<file path="config.mk">
export PLATFORM = sky130hd
export DESIGN_NAME = stq_top
export DESIGN_NICKNAME = d
export VERILOG_FILES = /design/src/verilog/stq_core_pkg.sv /design/src/verilog/stq_mem_pkg.sv /design/src/verilog/stq_alloc.sv /design/src/verilog/stq_drain.sv /design/src/verilog/stq_entry.sv /design/src/verilog/stq_top.sv
export VERILOG_INCLUDE_DIRS = /design/src /design/src/verilog
export SDC_FILE = /design/constraint.sdc
export NUM_CORES = 1
export LEC_CHECK = 0
export BUFFER_PORTS_ARGS = -buffer_cell sky130_fd_sc_hd__buf_2
export CAP_MARGIN = 10
export CORE_MARGIN = 2
export CORE_UTILIZATION = 65
export DETAILED_ROUTE_END_ITERATION = 8
export PLACE_DENSITY = 0.88
export SLEW_MARGIN = 20
export SYNTH_ARGS = -nofsm -noshare
export SYNTH_HDL_FRONTEND = slang
export SYNTH_HIERARCHICAL = 1
export SYNTH_SLANG_ARGS = --single-unit
</file>
<file path="constraint.sdc">
create_clock -name i_clk -period 14.8 [get_ports i_clk]
set_input_delay 2.96 -clock i_clk [delete_from_list [all_inputs] [get_ports i_clk]]
set_output_delay 2.96 -clock i_clk [all_outputs]
set_load 0.02 [all_outputs]
</file>
<file path="src/verilog/stq_consts.svh">
// Store queue sizing constants, included by every package and module of the queue
`ifndef STQ_CONSTS_SVH
`define STQ_CONSTS_SVH

// ----------------------------------------------------------------------
// Queue geometry
// ----------------------------------------------------------------------

// Number of store queue slots, kept a power of two
`define STQ_ENTRIES 8

// Width of a slot index
`define STQ_IDX_W 3

// ----------------------------------------------------------------------
// Field widths
// ----------------------------------------------------------------------

// Commit id, wraps around and is compared by age
`define CMT_ID_W 6

`define PADDR_W 34

`define DATA_W 64

`endif

</file>
<file path="src/verilog/stq_core_pkg.sv">
// Instruction-side types of the store queue: ids, dispatch payload and flush
`include "stq_consts.svh"

package stq_core_pkg;

  // Commit id handed out at dispatch
  typedef logic [`CMT_ID_W-1:0] cmt_id_t;

  // Store queue slot number
  typedef logic [`STQ_IDX_W-1:0] stq_idx_t;

  // Dispatch payload for one store
  typedef struct packed {
    cmt_id_t cmt_id;
  } disp_t;

  // Branch or exception flush, kills this id and everything younger
  typedef struct packed {
    logic    valid;
    cmt_id_t cmt_id;
  } flush_t;

  // ----------------------------------------------------------------------
  // Age compare on wrapping ids
  // ----------------------------------------------------------------------

  // True when id a is the same age as id b or younger
  function automatic logic is_younger_eq(cmt_id_t a, cmt_id_t b);
    cmt_id_t diff;
    diff = a - b;
    // Distance below half the id space means a is not older
    return ~diff[`CMT_ID_W-1];
  endfunction

endpackage

</file>
<file path="src/verilog/stq_mem_pkg.sv">
// Memory-side types of the store queue: address update, data write, slot state
`include "stq_consts.svh"

package stq_mem_pkg;

  // Access size of a store
  typedef enum logic [1:0] {
    sz_byte  = 2'd0,
    sz_half  = 2'd1,
    sz_word  = 2'd2,
    sz_dword = 2'd3
  } size_t;

  // Address result from the LSU EX1 stage
  typedef struct packed {
    stq_core_pkg::stq_idx_t idx;
    logic [`PADDR_W-1:0]    paddr;
    size_t                  size;
    logic                   tlb_miss;
    logic                   uncached;
  } ex1_upd_t;

  // Store data delivery, keyed by slot
  typedef struct packed {
    stq_core_pkg::stq_idx_t idx;
    logic [`DATA_W-1:0]     data;
  } data_wr_t;

  // ----------------------------------------------------------------------
  // Slot state
  // ----------------------------------------------------------------------

  typedef struct packed {
    logic                  valid;
    stq_core_pkg::cmt_id_t cmt_id;
    logic                  paddr_valid;
    logic [`PADDR_W-1:0]   paddr;
    size_t                 size;
    logic                  uncached;
    logic                  data_got;
    logic [`DATA_W-1:0]    data;
    logic                  committed;
    logic                  dead;
    logic                  stbuf_done;
  } stq_entry_t;

  // Request to the store buffer, uncached flag rides along
  typedef struct packed {
    logic [`PADDR_W-1:0] paddr;
    size_t               size;
    logic                uncached;
    logic [`DATA_W-1:0]  data;
  } stbuf_req_t;

endpackage

</file>
<file path="src/verilog/stq_alloc.sv">
// Store queue allocation, hands out slots in program order and tracks occupancy
`timescale 1ns/10ps
`include "stq_consts.svh"

module stq_alloc (
  input  logic                        i_clk,
  input  logic                        i_reset_n,

  input  logic                        i_disp_valid,
  input  stq_core_pkg::disp_t         i_disp,

  // From drain
  input  stq_core_pkg::stq_idx_t      i_head,
  input  logic                        i_retire,

  output logic                        o_disp_ready,
  output stq_core_pkg::stq_idx_t      o_disp_idx,
  output logic [`STQ_ENTRIES-1:0]     o_load,
  output stq_core_pkg::disp_t         o_disp,
  output logic                        o_empty
);

  stq_core_pkg::stq_idx_t  r_tail;
  logic [`STQ_IDX_W:0]     r_count;
  logic                    w_alloc;

  assign o_disp_ready = (r_count < `STQ_ENTRIES);
  assign o_empty      = (r_count == '0);
  assign w_alloc      = i_disp_valid & o_disp_ready;

  assign o_disp_idx = r_tail;
  assign o_disp     = i_disp;

  // Tail decoded to a one-hot slot load
  assign o_load = w_alloc ? (`STQ_ENTRIES'(1) << r_tail) : '0;

  always_ff @(posedge i_clk or negedge i_reset_n) begin
    if (!i_reset_n) begin
      r_tail  <= '0;
      r_count <= '0;
    end else begin
      if (w_alloc) begin
        r_tail <= r_tail + 1'b1;
      end
      // Allocation and retire together leave the count alone
      case ({w_alloc, i_retire})
        2'b10:   r_count <= r_count + 1'b1;
        2'b01:   r_count <= r_count - 1'b1;
        default: r_count <= r_count;
      endcase
    end
  end

  // ----------------------------------------------------------------------
  // Checks
  // ----------------------------------------------------------------------

  a_count_max : assert property (
    @(posedge i_clk) disable iff (!i_reset_n)
    r_count <= `STQ_ENTRIES
  ) else $error("stq_alloc: occupancy overflow");

  a_no_load_full : assert property (
    @(posedge i_clk) disable iff (!i_reset_n)
    (r_count == `STQ_ENTRIES) |-> (o_load == '0)
  ) else $error("stq_alloc: load while full");

  // Head from drain and tail must stay the occupancy apart
  a_ptr_distance : assert property (
    @(posedge i_clk) disable iff (!i_reset_n)
    stq_core_pkg::stq_idx_t'(r_tail - i_head) == r_count[`STQ_IDX_W-1:0]
  ) else $error("stq_alloc: head/tail out of step with count");

endmodule

</file>
<file path="src/verilog/stq_drain.sv">
// Store queue drain, walks the head slot out to the store buffer and retires it
`timescale 1ns/10ps
`include "stq_consts.svh"

module stq_drain (
  input  logic                        i_clk,
  input  logic                        i_reset_n,

  input  stq_mem_pkg::stq_entry_t     i_entries [`STQ_ENTRIES],
  input  logic [`STQ_ENTRIES-1:0]     i_req_valid,
  input  logic [`STQ_ENTRIES-1:0]     i_finish,

  input  logic                        i_stbuf_accept,

  output logic [`STQ_ENTRIES-1:0]     o_outptr,
  output logic [`STQ_ENTRIES-1:0]     o_accept,
  output stq_core_pkg::stq_idx_t      o_head,
  output logic                        o_retire,

  output logic                        o_stbuf_req_valid,
  output stq_mem_pkg::stbuf_req_t     o_stbuf_req
);

  stq_core_pkg::stq_idx_t   r_head;
  stq_mem_pkg::stq_entry_t  w_head_entry;

  assign o_head       = r_head;
  assign o_outptr     = `STQ_ENTRIES'(1) << r_head;
  assign w_head_entry = i_entries[r_head];

  // ----------------------------------------------------------------------
  // Store buffer request
  // ----------------------------------------------------------------------

  assign o_stbuf_req_valid     = i_req_valid[r_head];
  assign o_stbuf_req.paddr     = w_head_entry.paddr;
  assign o_stbuf_req.size      = w_head_entry.size;
  assign o_stbuf_req.uncached  = w_head_entry.uncached;
  assign o_stbuf_req.data      = w_head_entry.data;

  // Accept only goes back to the head slot
  assign o_accept = i_stbuf_accept ? o_outptr : '0;

  // Head finish frees the slot and moves the pointer on
  assign o_retire = i_finish[r_head];

  always_ff @(posedge i_clk or negedge i_reset_n) begin
    if (!i_reset_n) begin
      r_head <= '0;
    end else if (o_retire) begin
      r_head <= r_head + 1'b1;
    end
  end

  // ----------------------------------------------------------------------
  // Checks
  // ----------------------------------------------------------------------

  // Head slot must not change under a waiting request
  a_req_stable : assert property (
    @(posedge i_clk) disable iff (!i_reset_n)
    (o_stbuf_req_valid && !i_stbuf_accept) |=> (o_stbuf_req_valid && $stable(o_stbuf_req))
  ) else $error("stq_drain: request changed while waiting");

endmodule

</file>
<file path="src/verilog/stq_entry.sv">
// One store queue slot, collects address, data and commit and then drains from the head
`timescale 1ns/10ps
`include "stq_consts.svh"

module stq_entry #(
  parameter int entry_index = 0
) (
  input  logic                       i_clk,
  input  logic                       i_reset_n,

  // Dispatch
  input  logic                       i_load,
  input  stq_core_pkg::disp_t        i_disp,
  input  logic                       i_flush_at_disp,

  // EX1 address result
  input  logic                       i_ex1_valid,
  input  stq_mem_pkg::ex1_upd_t      i_ex1,

  // Store data
  input  logic                       i_data_valid,
  input  stq_mem_pkg::data_wr_t      i_data,

  // Commit and flush
  input  logic                       i_commit_valid,
  input  stq_core_pkg::cmt_id_t      i_commit_cmt_id,
  input  stq_core_pkg::flush_t       i_flush,

  // Drain side
  input  logic                       i_outptr_valid,
  input  logic                       i_stbuf_accept,

  output stq_mem_pkg::stq_entry_t    o_entry,
  output logic                       o_req_valid,
  output logic                       o_finish
);

  localparam logic [`STQ_IDX_W-1:0] local_idx = entry_index[`STQ_IDX_W-1:0];

  stq_mem_pkg::stq_entry_t r_entry;
  stq_mem_pkg::stq_entry_t w_entry_next;

  logic w_ex1_hit;
  logic w_data_hit;
  logic w_commit_hit;
  logic w_flush_hit;
  logic w_load_dead;

  assign o_entry = r_entry;

  // ----------------------------------------------------------------------
  // Update matching
  // ----------------------------------------------------------------------

  assign w_ex1_hit  = i_ex1_valid & (i_ex1.idx == local_idx);
  assign w_data_hit = i_data_valid & (i_data.idx == local_idx);

  assign w_commit_hit = i_commit_valid & r_entry.valid & ~r_entry.dead &
                        (r_entry.cmt_id == i_commit_cmt_id);

  // A commit in the same cycle wins, the entry is older than the flush point
  assign w_flush_hit = i_flush.valid & r_entry.valid & ~r_entry.committed & ~w_commit_hit &
                       stq_core_pkg::is_younger_eq(r_entry.cmt_id, i_flush.cmt_id);

  // Flush racing with dispatch kills the new store right away
  assign w_load_dead = i_flush_at_disp &
                       stq_core_pkg::is_younger_eq(i_disp.cmt_id, i_flush.cmt_id);

  // ----------------------------------------------------------------------
  // Drain outputs
  // ----------------------------------------------------------------------

  assign o_req_valid = i_outptr_valid & r_entry.valid & r_entry.committed & ~r_entry.dead &
                       r_entry.paddr_valid & r_entry.data_got & ~r_entry.stbuf_done;

  assign o_finish = i_outptr_valid & r_entry.valid & (r_entry.stbuf_done | r_entry.dead);

  always_comb begin
    w_entry_next = r_entry;
    if (i_load) begin
      w_entry_next.valid       = 1'b1;
      w_entry_next.cmt_id      = i_disp.cmt_id;
      w_entry_next.paddr_valid = 1'b0;
      w_entry_next.data_got    = 1'b0;
      w_entry_next.committed   = 1'b0;
      w_entry_next.dead        = w_load_dead;
      w_entry_next.stbuf_done  = 1'b0;
    end else if (r_entry.valid) begin
      if (o_finish) begin
        w_entry_next.valid = 1'b0;
      end else begin
        // Only the first good translation sticks, a TLB miss waits for replay
        if (w_ex1_hit & ~r_entry.paddr_valid) begin
          w_entry_next.paddr       = i_ex1.paddr;
          w_entry_next.size        = i_ex1.size;
          w_entry_next.uncached    = i_ex1.uncached;
          w_entry_next.paddr_valid = ~i_ex1.tlb_miss;
        end
        if (w_data_hit) begin
          w_entry_next.data     = i_data.data;
          w_entry_next.data_got = 1'b1;
        end
        if (w_commit_hit) begin
          w_entry_next.committed = 1'b1;
        end
        if (w_flush_hit) begin
          w_entry_next.dead = 1'b1;
        end
        if (o_req_valid & i_stbuf_accept) begin
          w_entry_next.stbuf_done = 1'b1;
        end
      end
    end
  end

  always_ff @(posedge i_clk or negedge i_reset_n) begin
    if (!i_reset_n) begin
      r_entry.valid       <= 1'b0;
      r_entry.paddr_valid <= 1'b0;
      r_entry.data_got    <= 1'b0;
      r_entry.committed   <= 1'b0;
      r_entry.dead        <= 1'b0;
      r_entry.stbuf_done  <= 1'b0;
    end else begin
      r_entry <= w_entry_next;
    end
  end

  // ----------------------------------------------------------------------
  // Checks
  // ----------------------------------------------------------------------

  // The core only sends address or data for slots it was handed at dispatch
  a_upd_to_valid : assert property (
    @(posedge i_clk) disable iff (!i_reset_n)
    (w_ex1_hit | w_data_hit) |-> r_entry.valid
  ) else $error("stq_entry %0d: update to invalid slot", entry_index);

  a_commit_dead_excl : assert property (
    @(posedge i_clk) disable iff (!i_reset_n)
    r_entry.valid |-> !(r_entry.committed && r_entry.dead)
  ) else $error("stq_entry %0d: committed and dead together", entry_index);

endmodule

</file>
<file path="src/verilog/stq_top.sv">
// Store queue top, joins allocation, the slot array and the drain stage
`timescale 1ns/10ps
`include "stq_consts.svh"

module stq_top (
  input  logic                        i_clk,
  input  logic                        i_reset_n,

  // Dispatch
  input  logic                        i_disp_valid,
  input  stq_core_pkg::disp_t         i_disp,
  output logic                        o_disp_ready,
  output stq_core_pkg::stq_idx_t      o_disp_idx,

  // LSU pipeline
  input  logic                        i_ex1_valid,
  input  stq_mem_pkg::ex1_upd_t       i_ex1,
  input  logic                        i_data_valid,
  input  stq_mem_pkg::data_wr_t       i_data,

  // Commit and flush
  input  logic                        i_commit_valid,
  input  stq_core_pkg::cmt_id_t       i_commit_cmt_id,
  input  stq_core_pkg::flush_t        i_flush,

  // Store buffer
  output logic                        o_stbuf_req_valid,
  output stq_mem_pkg::stbuf_req_t     o_stbuf_req,
  input  logic                        i_stbuf_accept,

  output logic                        o_empty
);

  logic [`STQ_ENTRIES-1:0]   w_load;
  stq_core_pkg::disp_t       w_disp;
  stq_mem_pkg::stq_entry_t   w_entries [`STQ_ENTRIES];
  logic [`STQ_ENTRIES-1:0]   w_req_valid;
  logic [`STQ_ENTRIES-1:0]   w_finish;
  logic [`STQ_ENTRIES-1:0]   w_outptr;
  logic [`STQ_ENTRIES-1:0]   w_accept;
  stq_core_pkg::stq_idx_t    w_head;
  logic                      w_retire;

  stq_alloc alloc_i (
    .i_clk        (i_clk),
    .i_reset_n    (i_reset_n),
    .i_disp_valid (i_disp_valid),
    .i_disp       (i_disp),
    .i_head       (w_head),
    .i_retire     (w_retire),
    .o_disp_ready (o_disp_ready),
    .o_disp_idx   (o_disp_idx),
    .o_load       (w_load),
    .o_disp       (w_disp),
    .o_empty      (o_empty)
  );

  for (genvar g = 0; g < `STQ_ENTRIES; g++) begin : g_entry
    stq_entry #(.entry_index(g)) entry_i (
      .i_clk           (i_clk),
      .i_reset_n       (i_reset_n),
      .i_load          (w_load[g]),
      .i_disp          (w_disp),
      .i_flush_at_disp (i_flush.valid),
      .i_ex1_valid     (i_ex1_valid),
      .i_ex1           (i_ex1),
      .i_data_valid    (i_data_valid),
      .i_data          (i_data),
      .i_commit_valid  (i_commit_valid),
      .i_commit_cmt_id (i_commit_cmt_id),
      .i_flush         (i_flush),
      .i_outptr_valid  (w_outptr[g]),
      .i_stbuf_accept  (w_accept[g]),
      .o_entry         (w_entries[g]),
      .o_req_valid     (w_req_valid[g]),
      .o_finish        (w_finish[g])
    );
  end

  stq_drain drain_i (
    .i_clk             (i_clk),
    .i_reset_n         (i_reset_n),
    .i_entries         (w_entries),
    .i_req_valid       (w_req_valid),
    .i_finish          (w_finish),
    .i_stbuf_accept    (i_stbuf_accept),
    .o_outptr          (w_outptr),
    .o_accept          (w_accept),
    .o_head            (w_head),
    .o_retire          (w_retire),
    .o_stbuf_req_valid (o_stbuf_req_valid),
    .o_stbuf_req       (o_stbuf_req)
  );

endmodule
</file>
==> flow_summary.html, run 1 <==
<table>
<tr><th>Metric</th><th>Value</th></tr>
<tr><th colspan="2">Route</th></tr>
<tr><td>Initial DRC Count</td><td>just over 2k</td></tr>
<tr><td>Antenna-violating nets left</td><td>0</td></tr>
<tr><td>Routed length per instance</td><td>26.97 um</td></tr>
<tr><td>DRC Markers</td><td>0</td></tr>
<tr><td>Via/cell ratio</td><td>6.381</td></tr>
<tr><td>Wire length reported by the detailed router</td><td>slightly below 90000 um</td></tr>
<tr><td>Number of detailed-routing iterations run before antenna repair</td><td>6</td></tr>
<tr><td>Routed vias</td><td>20.87k</td></tr>
<tr><th colspan="2">Placed design</th></tr>
<tr><td>Port Buf Inserts</td><td>240</td></tr>
<tr><td>Sum of net half-perimeters after detailed placement</td><td>47590 um</td></tr>
<tr><td>Final estimated routing congestion in global placement</td><td>around 0.86</td></tr>
<tr><th colspan="2">STA</th></tr>
<tr><td>Clock period minus final worst setup slack</td><td>7.410 ns</td></tr>
<tr><td>Tightest hold margin</td><td>between 0.4 and 0.5 ns</td></tr>
<tr><td>Share of the cycle needed by the critical path after routing</td><td>50.07%</td></tr>
<tr><td>Number of failing hold endpoints at the final stage</td><td>0</td></tr>
<tr><td>Highest clock rate</td><td>roughly 130 MHz</td></tr>
<tr><td>Max Slew Vio Count</td><td>0</td></tr>
<tr><td>Max-Slew Margin vs Limit</td><td>23.60%</td></tr>
<tr><td>Worst-margin pin slew</td><td>1.146 ns</td></tr>
<tr><td>Setup violations, final</td><td>0</td></tr>
<tr><td>Setup repair after global routing missed its margin</td><td>no</td></tr>
<tr><td>Setup total negative slack</td><td>0 ns</td></tr>
<tr><td>Final worst clock skew</td><td>around 0.034 ns</td></tr>
<tr><th colspan="2">Clock tree</th></tr>
<tr><td>CTS tree</td><td>built</td></tr>
<tr><td>CTS root buf</td><td>sky130_fd_sc_hd__clkbuf_16</td></tr>
<tr><td>Max Buffers Root-to-Sink</td><td>3</td></tr>
<tr><td>H-tree levels</td><td>3</td></tr>
<tr><td>Number of buffers created by CTS</td><td>88</td></tr>
<tr><td>Clk slew on worst S/H paths</td><td>0.06 ns</td></tr>
<tr><td>Resized cells post-CTS</td><td>0</td></tr>
<tr><td>Post CTS Setup Buffer Count</td><td>0</td></tr>
<tr><td>Source-to-sink clock delay at the later pin of the worst-skew pair</td><td>between 0.6 and 0.7 ns</td></tr>
<tr><td>Clock sink total</td><td>between 900 and 1k</td></tr>
<tr><td>Hold-fix buffers at CTS</td><td>0</td></tr>
<tr><th colspan="2">Yosys</th></tr>
<tr><td>Post-Synthesis Cell Area</td><td>roughly 38000 um^2</td></tr>
<tr><td>Number of synthesized register bits</td><td>914</td></tr>
<tr><td>Number of synthesis warnings</td><td>6</td></tr>
<tr><td>Number of synthesized flops with an enable pin</td><td>around 860</td></tr>
<tr><td>Share of synthesized area occupied by flip-flops and latches</td><td>between 70% and 80%</td></tr>
<tr><td>Post-synth cell types</td><td>50</td></tr>
<tr><td>Share of synthesized registers carrying an async set or reset</td><td>between 6 and 7%</td></tr>
<tr><td>Cells after synthesis</td><td>2157</td></tr>
<tr><td>Net Count, Synth</td><td>2370</td></tr>
<tr><td>Mean instance size in the synthesized netlist</td><td>17.61 um^2</td></tr>
<tr><td>Most common flop cell mapped by yosys</td><td>sky130_fd_sc_hd__edfxtp_1</td></tr>
<tr><th colspan="2">Floorplanning</th></tr>
<tr><td>Die Span X</td><td>around 250 um</td></tr>
<tr><td>Num rows</td><td>approximately 90</td></tr>
<tr><td>I/O pin count</td><td>between 200 and 250</td></tr>
<tr><td>Vertical die dimension</td><td>245.7 um</td></tr>
<tr><td>Initial Utilization</td><td>65.83%</td></tr>
<tr><td>Die area</td><td>60380 um^2</td></tr>
<tr><td>Standard cell core area</td><td>between 50000 and 60000 um^2</td></tr>
<tr><th colspan="2">Power and ir drop</th></tr>
<tr><td>Leak pwr</td><td>between 15 and 20 nW</td></tr>
<tr><td>Power per unit of standard cell area</td><td>approximately 160 nW/um^2</td></tr>
<tr><td>Peak ir drop on the vdd network</td><td>between 100 and 150 uV</td></tr>
<tr><th colspan="2">Critical path</th></tr>
<tr><td>Data required time of the worst path</td><td>about 12 ns</td></tr>
<tr><td>Crit path kind</td><td>flop to primary output</td></tr>
<tr><td>Series of cell instances along the critical path</td><td>buf_12 &gt; buf_4 &gt; mux4_2 &gt; nand2_1 &gt; nand2_1 &gt; buf_2</td></tr>
<tr><td>Number of buffer and inverter stages on the critical path</td><td>3</td></tr>
<tr><td>Critical path startpoint category</td><td>flop</td></tr>
<tr><td>Crit path from</td><td>drain_i/o_head[0]</td></tr>
<tr><td>Family of cells with the greatest summed delay on the critical path</td><td>buffers and inverters</td></tr>
<tr><td>Endpoint type of the worst setup path</td><td>primary output</td></tr>
<tr><td>Worst path arrival time</td><td>about 4.5 ns</td></tr>
<tr><td>Cell with the largest stage delay on the worst path</td><td>sky130_fd_sc_hd__dfrtp_4</td></tr>
<tr><td>Peak per-stage delay on the critical path</td><td>1.10 ns</td></tr>
<tr><td>Most common cell on crit path</td><td>sky130_fd_sc_hd__nand2_1</td></tr>
<tr><td>Startpoint of the worst-slack reg-to-reg timing path</td><td>drain_i/o_head[0]</td></tr>
<tr><td>Maximum fanout count along the critical path</td><td>between 100 and 150</td></tr>
<tr><th colspan="2">Finish</th></tr>
<tr><td>Layout overhead on the synthesized area</td><td>13.04%</td></tr>
<tr><td>Area taken by multi-input logic gates</td><td>between 10000 and 15000 um^2</td></tr>
<tr><td>Final Net Count</td><td>2638</td></tr>
<tr><td>Layout cells sized above 1</td><td>27.05%</td></tr>
<tr><td>Number of fill cells</td><td>between 3k and 4k</td></tr>
<tr><td>Combined flip-flop and latch cell area</td><td>roughly 27000 um^2</td></tr>
<tr><td>Post-Route Utilization</td><td>between 70% and 80%</td></tr>
<tr><th colspan="2">Min path</th></tr>
<tr><td>Hold/Removal Path Class</td><td>flop to flop</td></tr>
<tr><td>Start point of the worst hold path</td><td>g_entry[7].entry_i/o_entry[67]</td></tr>
<tr><th colspan="2">Global route</th></tr>
<tr><td>GRT Util Overall</td><td>between 20 and 30%</td></tr>
<tr><td>Remaining global-route overflow</td><td>0</td></tr>
<tr><td>Largest net degree at the start of global routing</td><td>about 120</td></tr>
<tr><td>Initial antenna violation count</td><td>14</td></tr>
<tr><td>Global-route wire length before repair</td><td>~130000 um</td></tr>
<tr><td>Via count of the first global-routing pass</td><td>22.10k</td></tr>
<tr><th colspan="2">Flow run</th></tr>
<tr><td>Max-cap violations</td><td>0</td></tr>
<tr><th colspan="2">Run status</th></tr>
<tr><td>Result of the run</td><td>completed</td></tr>
</table>
synth_stat cells, types with 22 or more instances:
master / number / area share (%)
sky130_fd_sc_hd__edfxtp_1: 856 / 68
sky130_fd_sc_hd__o21ai_0: 22 / 0.29
sky130_fd_sc_hd__mux4_2: 206 / 12
sky130_fd_sc_hd__inv_1: 62 / 0.61
sky130_fd_sc_hd__a21oi_1: 27 / 0.36
sky130_fd_sc_hd__xnor2_1: 35 / 0.81
sky130_fd_sc_hd__nand2b_1: 33 / 0.54
sky130_fd_sc_hd__nor4_1: 28 / 0.46
sky130_fd_sc_hd__nand2_1: 362 / 3.6
sky130_fd_sc_hd__clkbuf_1: 39 / 0.39
sky130_fd_sc_hd__buf_4: 25 / 0.49
sky130_fd_sc_hd__a31oi_1: 27 / 0.44
sky130_fd_sc_hd__nor2_1: 65 / 0.64
sky130_fd_sc_hd__ha_1: 79 / 2.6
sky130_fd_sc_hd__dfrtp_1: 58 / 3.8
area by class of cell:
cell class              count  area share (%)
repair buffers            265           3.264
inverters                  63          0.5566
well taps                 765           2.229
flip-flops and latches    914           63.28
clock buffers             106           5.386
multi-input cells        1093           23.83
clock inverters            54           1.399
diodes                     10         0.05829
stage by stage:
stage	total power [W]	instance area, um^2	cells	worst slack [ns]
after floorplan	0.004262	37980	2157	4.340
after global placement	0.004734	39990	3100	7.924
after detailed placement	0.004787	39990	3100	7.903
after CTS	0.007079	42910	3260	7.189
after global routing	0.007292	42930	3268	6.947
final	0.007042	42930	3270	7.390
worst paths after layout:
| check | endpoint | slack, ns | depth (start not counted) |
|---|---|---|---|
| setup / recovery | o_stbuf_req[72] | 7.39 | 6 |
| hold / removal | g_entry[7].entry_i/o_entry[67] | 0.49 | 2 |
| setup reg to reg | alloc_i/r_count[2] | 10.50 | 15 |
| hold reg to reg | g_entry[7].entry_i/o_entry[67] | 0.49 | 2 |
| max in group asynchronous | drain_i/o_head[0] | 11.53 | 2 |
| min in group asynchronous | alloc_i/r_count[3] | 2.14 | 1 |
cells by family after synthesis:
kind of cell               Yosys count  synth area share (%)
AOI/OAI and AO/OA                  116                 2.020
xor gates and xnor gates            70                 1.930
adders and majority gates           79                 2.603
buffers and inverters              150                 1.822
DFF                                914                 71.50
muxes                              228                 12.84
and+or+nand+nor                    600                 7.287
sequential cells by signal, indices dropped and copies added (netlist names):
register and cells:
alloc_i/r_count 4, drain_i/o_head 3, alloc_i/o_disp_idx 3, g_entry.entry_i/o_entry 904
layer usage:
layer / GRT usage (%) / share of wire (%)
met1: 37.58 / 36
met2: 51.30 / 52
met3: 5.577 / 7.6
met4: 12.82 / 3.8
met5: 0 / 0.090
where the power goes:
part	internal (W)	switching, W
clock network	0.00131	0.000959
logic	0.000683	0.00101
registers	0.00292	0.000158
layout by cell type (no fill, tap or decap), drive strengths merged, types with 33 or more instances in the layout:
| cell type | netlist | routed |
|---|---|---|
| nor2 | 65 | 65 |
| ha | 79 | 79 |
| clkbuf | 39 | 106 |
| dfrtp | 58 | 58 |
| xor2 | 35 | 35 |
| clkinv | 0 | 35 |
| nand2 | 366 | 366 |
| nand2b | 33 | 33 |
| xnor2 | 35 | 35 |
| edfxtp | 856 | 856 |
| buf | 48 | 265 |
| inv | 63 | 67 |
| mux4 | 206 | 206 |
worst min-delay path, cell delays in order, from the launching register on:
cell	delay (ns)
sky130_fd_sc_hd__dfrtp_1	0.35
sky130_fd_sc_hd__nand2b_1	0.06
sky130_fd_sc_hd__o31ai_1	0.05
Note: power is estimated with default switching activity, not from simulation.
==> inputs of run 2 (changes only) <==
- CORE_UTILIZATION: 65 -> 61
- PLACE_DENSITY: 0.88 -> 0.83
- clock period: 14.8 -> 7.15 ns (I/O delays scaled with it)
==> flow_summary.html, run 2 (synthesized netlist as in run 1, its figures left out) <==
<table>
<tr><th>Metric</th><th>Value</th></tr>
<tr><th colspan="2">Run status</th></tr>
<tr><td>Result of the run</td><td>completed</td></tr>
<tr><th colspan="2">Finish</th></tr>
<tr><td>Area taken by multi-input logic gates</td><td>roughly 10000 um^2</td></tr>
<tr><td>Combined flip-flop and latch cell area</td><td>27170 um^2</td></tr>
<tr><td>Final Net Count</td><td>approximately 2.6k</td></tr>
<tr><td>Flip-flop count of the largest register after layout</td><td>around 900</td></tr>
<tr><td>Post-Route Utilization</td><td>a little over two thirds</td></tr>
<tr><td>Commonest cells after routing, fill and taps aside</td><td>sky130_fd_sc_hd__edfxtp_1, sky130_fd_sc_hd__nand2_1, sky130_fd_sc_hd__buf_2</td></tr>
<tr><td>Layout overhead on the synthesized area</td><td>13.26%</td></tr>
<tr><td>Number of fill cells</td><td>between 3k and 4k</td></tr>
<tr><td>Most common library cell in the layout ignoring fill and taps</td><td>sky130_fd_sc_hd__edfxtp_1</td></tr>
<tr><td>Layout cells sized above 1</td><td>26.90%</td></tr>
<tr><th colspan="2">Floorplanning</th></tr>
<tr><td>I/O pin count</td><td>approximately 240</td></tr>
<tr><td>Die area</td><td>64270 um^2</td></tr>
<tr><td>Num rows</td><td>a little over 90</td></tr>
<tr><td>Initial Utilization</td><td>61.66%</td></tr>
<tr><td>Die Span X</td><td>253.5 um</td></tr>
<tr><td>Vertical die dimension</td><td>between 200 and 300 um</td></tr>
<tr><td>Standard cell core area</td><td>just over 60000 um^2</td></tr>
<tr><th colspan="2">Clock tree</th></tr>
<tr><td>Clock sink total</td><td>914</td></tr>
<tr><td>CTS tree</td><td>built</td></tr>
<tr><td>Resized cells post-CTS</td><td>0</td></tr>
<tr><td>Clk slew on worst S/H paths</td><td>around 0.06 ns</td></tr>
<tr><td>CTS root buf</td><td>sky130_fd_sc_hd__clkbuf_16</td></tr>
<tr><td>Max Buffers Root-to-Sink</td><td>3</td></tr>
<tr><td>Hold-fix buffers at CTS</td><td>0</td></tr>
<tr><td>Number of buffers created by CTS</td><td>88</td></tr>
<tr><td>Source-to-sink clock delay at the later pin of the worst-skew pair</td><td>between 0.6 and 0.7 ns</td></tr>
<tr><td>Post CTS Setup Buffer Count</td><td>0</td></tr>
<tr><td>H-tree levels</td><td>3</td></tr>
<tr><th colspan="2">Flow run</th></tr>
<tr><td>Max-cap violations</td><td>0</td></tr>
<tr><th colspan="2">STA</th></tr>
<tr><td>Highest clock rate</td><td>196.3 MHz</td></tr>
<tr><td>Number of failing hold endpoints at the final stage</td><td>0</td></tr>
<tr><td>Share of the cycle needed by the critical path after routing</td><td>between 70 and 80%</td></tr>
<tr><td>Max Slew Vio Count</td><td>0</td></tr>
<tr><td>Worst path setup slack after routing</td><td>approximately 2.1 ns</td></tr>
<tr><td>Setup repair after global routing missed its margin</td><td>no</td></tr>
<tr><td>Setup violations, final</td><td>0</td></tr>
<tr><td>Clock period minus final worst setup slack</td><td>about 5 ns</td></tr>
<tr><td>Worst-margin pin slew</td><td>1.034 ns</td></tr>
<tr><td>Tightest hold margin</td><td>a little over 0.5 ns</td></tr>
<tr><td>Final worst clock skew</td><td>about 0.028 ns</td></tr>
<tr><td>Max-Slew Margin vs Limit</td><td>31.09%</td></tr>
<tr><td>Setup total negative slack</td><td>0 ns</td></tr>
<tr><th colspan="2">Placed design</th></tr>
<tr><td>Port Buf Inserts</td><td>240</td></tr>
<tr><td>Setup Slack @ Placement</td><td>roughly 2.7 ns</td></tr>
<tr><td>Sum of net half-perimeters after detailed placement</td><td>about 48000 um</td></tr>
<tr><td>Final estimated routing congestion in global placement</td><td>~0.9</td></tr>
<tr><th colspan="2">Power and ir drop</th></tr>
<tr><td>Leak pwr</td><td>between 15 and 20 nW</td></tr>
<tr><td>Power per unit of standard cell area</td><td>around 330 nW/um^2</td></tr>
<tr><td>Peak ir drop on the vdd network</td><td>between 300 and 400 uV</td></tr>
<tr><th colspan="2">Route</th></tr>
<tr><td>Wire length reported by the detailed router</td><td>between 80000 and 90000 um</td></tr>
<tr><td>Number of detailed-routing iterations run before antenna repair</td><td>5</td></tr>
<tr><td>Routed length per instance</td><td>about 25 um</td></tr>
<tr><td>Routed vias</td><td>slightly above 20k</td></tr>
<tr><td>Initial DRC Count</td><td>1989</td></tr>
<tr><td>Antenna-violating nets left</td><td>0</td></tr>
<tr><td>DRC Markers</td><td>0</td></tr>
<tr><td>Via/cell ratio</td><td>6.153</td></tr>
<tr><th colspan="2">Critical path</th></tr>
<tr><td>Series of cell instances along the critical path</td><td>ha_1 &gt; ha_1 &gt; nand2_1 &gt; nor4_1 &gt; mux4_2 &gt; nand2_1 &gt; nand2_1 &gt; buf_2</td></tr>
<tr><td>Worst path arrival time</td><td>about 3.7 ns</td></tr>
<tr><td>Critical path startpoint category</td><td>flop</td></tr>
<tr><td>Most common cell on crit path</td><td>sky130_fd_sc_hd__nand2_1</td></tr>
<tr><td>Maximum fanout count along the critical path</td><td>60</td></tr>
<tr><td>Data required time of the worst path</td><td>about 5.7 ns</td></tr>
<tr><td>Cell with the largest stage delay on the worst path</td><td>sky130_fd_sc_hd__dfrtp_4</td></tr>
<tr><td>Peak per-stage delay on the critical path</td><td>approximately 1.0 ns</td></tr>
<tr><td>Crit path kind</td><td>flop to primary output</td></tr>
<tr><td>Endpoint type of the worst setup path</td><td>primary output</td></tr>
<tr><th colspan="2">Global route</th></tr>
<tr><td>Remaining global-route overflow</td><td>0</td></tr>
<tr><td>Global-route wire length before repair</td><td>approximately 130000 um</td></tr>
<tr><td>GRT Util Overall</td><td>26.91%</td></tr>
<tr><td>Largest net degree at the start of global routing</td><td>between 150 and 200</td></tr>
<tr><td>Via count of the first global-routing pass</td><td>21.72k</td></tr>
<tr><td>Initial antenna violation count</td><td>25</td></tr>
<tr><th colspan="2">Min path</th></tr>
<tr><td>Hold/Removal Path Class</td><td>flop to flop</td></tr>
</table>
## run 2: report_power, final
| group | leakage, nW | internal [W] | total (W) | switching [W] |
|---|---|---|---|---|
| clock network | 1.36 | 0.00261 | 0.00452 | 0.00192 |
| registers | 8.41 | 0.00605 | 0.00635 | 0.000301 |
| logic | 5.58 | 0.00142 | 0.00350 | 0.00209 |
## run 2: final cells by class
| cell class | instances | share of cell area, % |
|---|---|---|
| sequential | 914 | 63.16 |
| multi-input combinational | 1093 | 23.86 |
| clock buffer | 114 | 5.442 |
| timing repair buffer | 268 | 3.394 |
| tap | 837 | 2.435 |
| clock inverter | 46 | 1.056 |
| inverter | 63 | 0.5556 |
| antenna | 17 | 0.09889 |
## run 2: worst max-delay path: cells and delay by family, from the launching register on
kind / cells / cell delay (ns)
and+or+nand+nor: 4 / 0.86
muxes: 1 / 0.35
buffers and inverters: 1 / 0.18
adders and majority gates: 2 / 0.58
DFF: 1 / 1.04
## run 2: worst paths after layout
check | startpoint | end | slack [ns] | cells past startpoint
max | drain_i/o_head[1] | o_stbuf_req_valid | 2.06 | 8
min | g_entry[5].entry_i/o_entry[67] | g_entry[5].entry_i/o_entry[67] | 0.51 | 2
max reg2reg | drain_i/o_head[2] | alloc_i/r_count[2] | 2.72 | 11
min reg2reg | g_entry[5].entry_i/o_entry[67] | g_entry[5].entry_i/o_entry[67] | 0.51 | 2
max in group asynchronous | i_reset_n | g_entry[1].entry_i/o_entry[1] | 5.56 | 2
min in group asynchronous | i_reset_n | g_entry[6].entry_i/o_entry[1] | 0.79 | 1
## run 2: per-stage QoR
stage / area (um^2) / cells / total power, W
floorplan: 38010 / 2157 / 0.008821
global placement: 40150 / 3174 / 0.009836
detailed placement: 40150 / 3174 / 0.009940
CTS: 42940 / 3334 / 0.01446
global route: 43010 / 3349 / 0.01493
finish: 43020 / 3352 / 0.01438
## run 2: per-layer routing
layer / track usage, % / routed length [um]
met4: 12.04 / 3086
met5: 0 / 129
met3: 5.756 / 6191
met2: 45.14 / 43590
met1: 34.15 / 31680
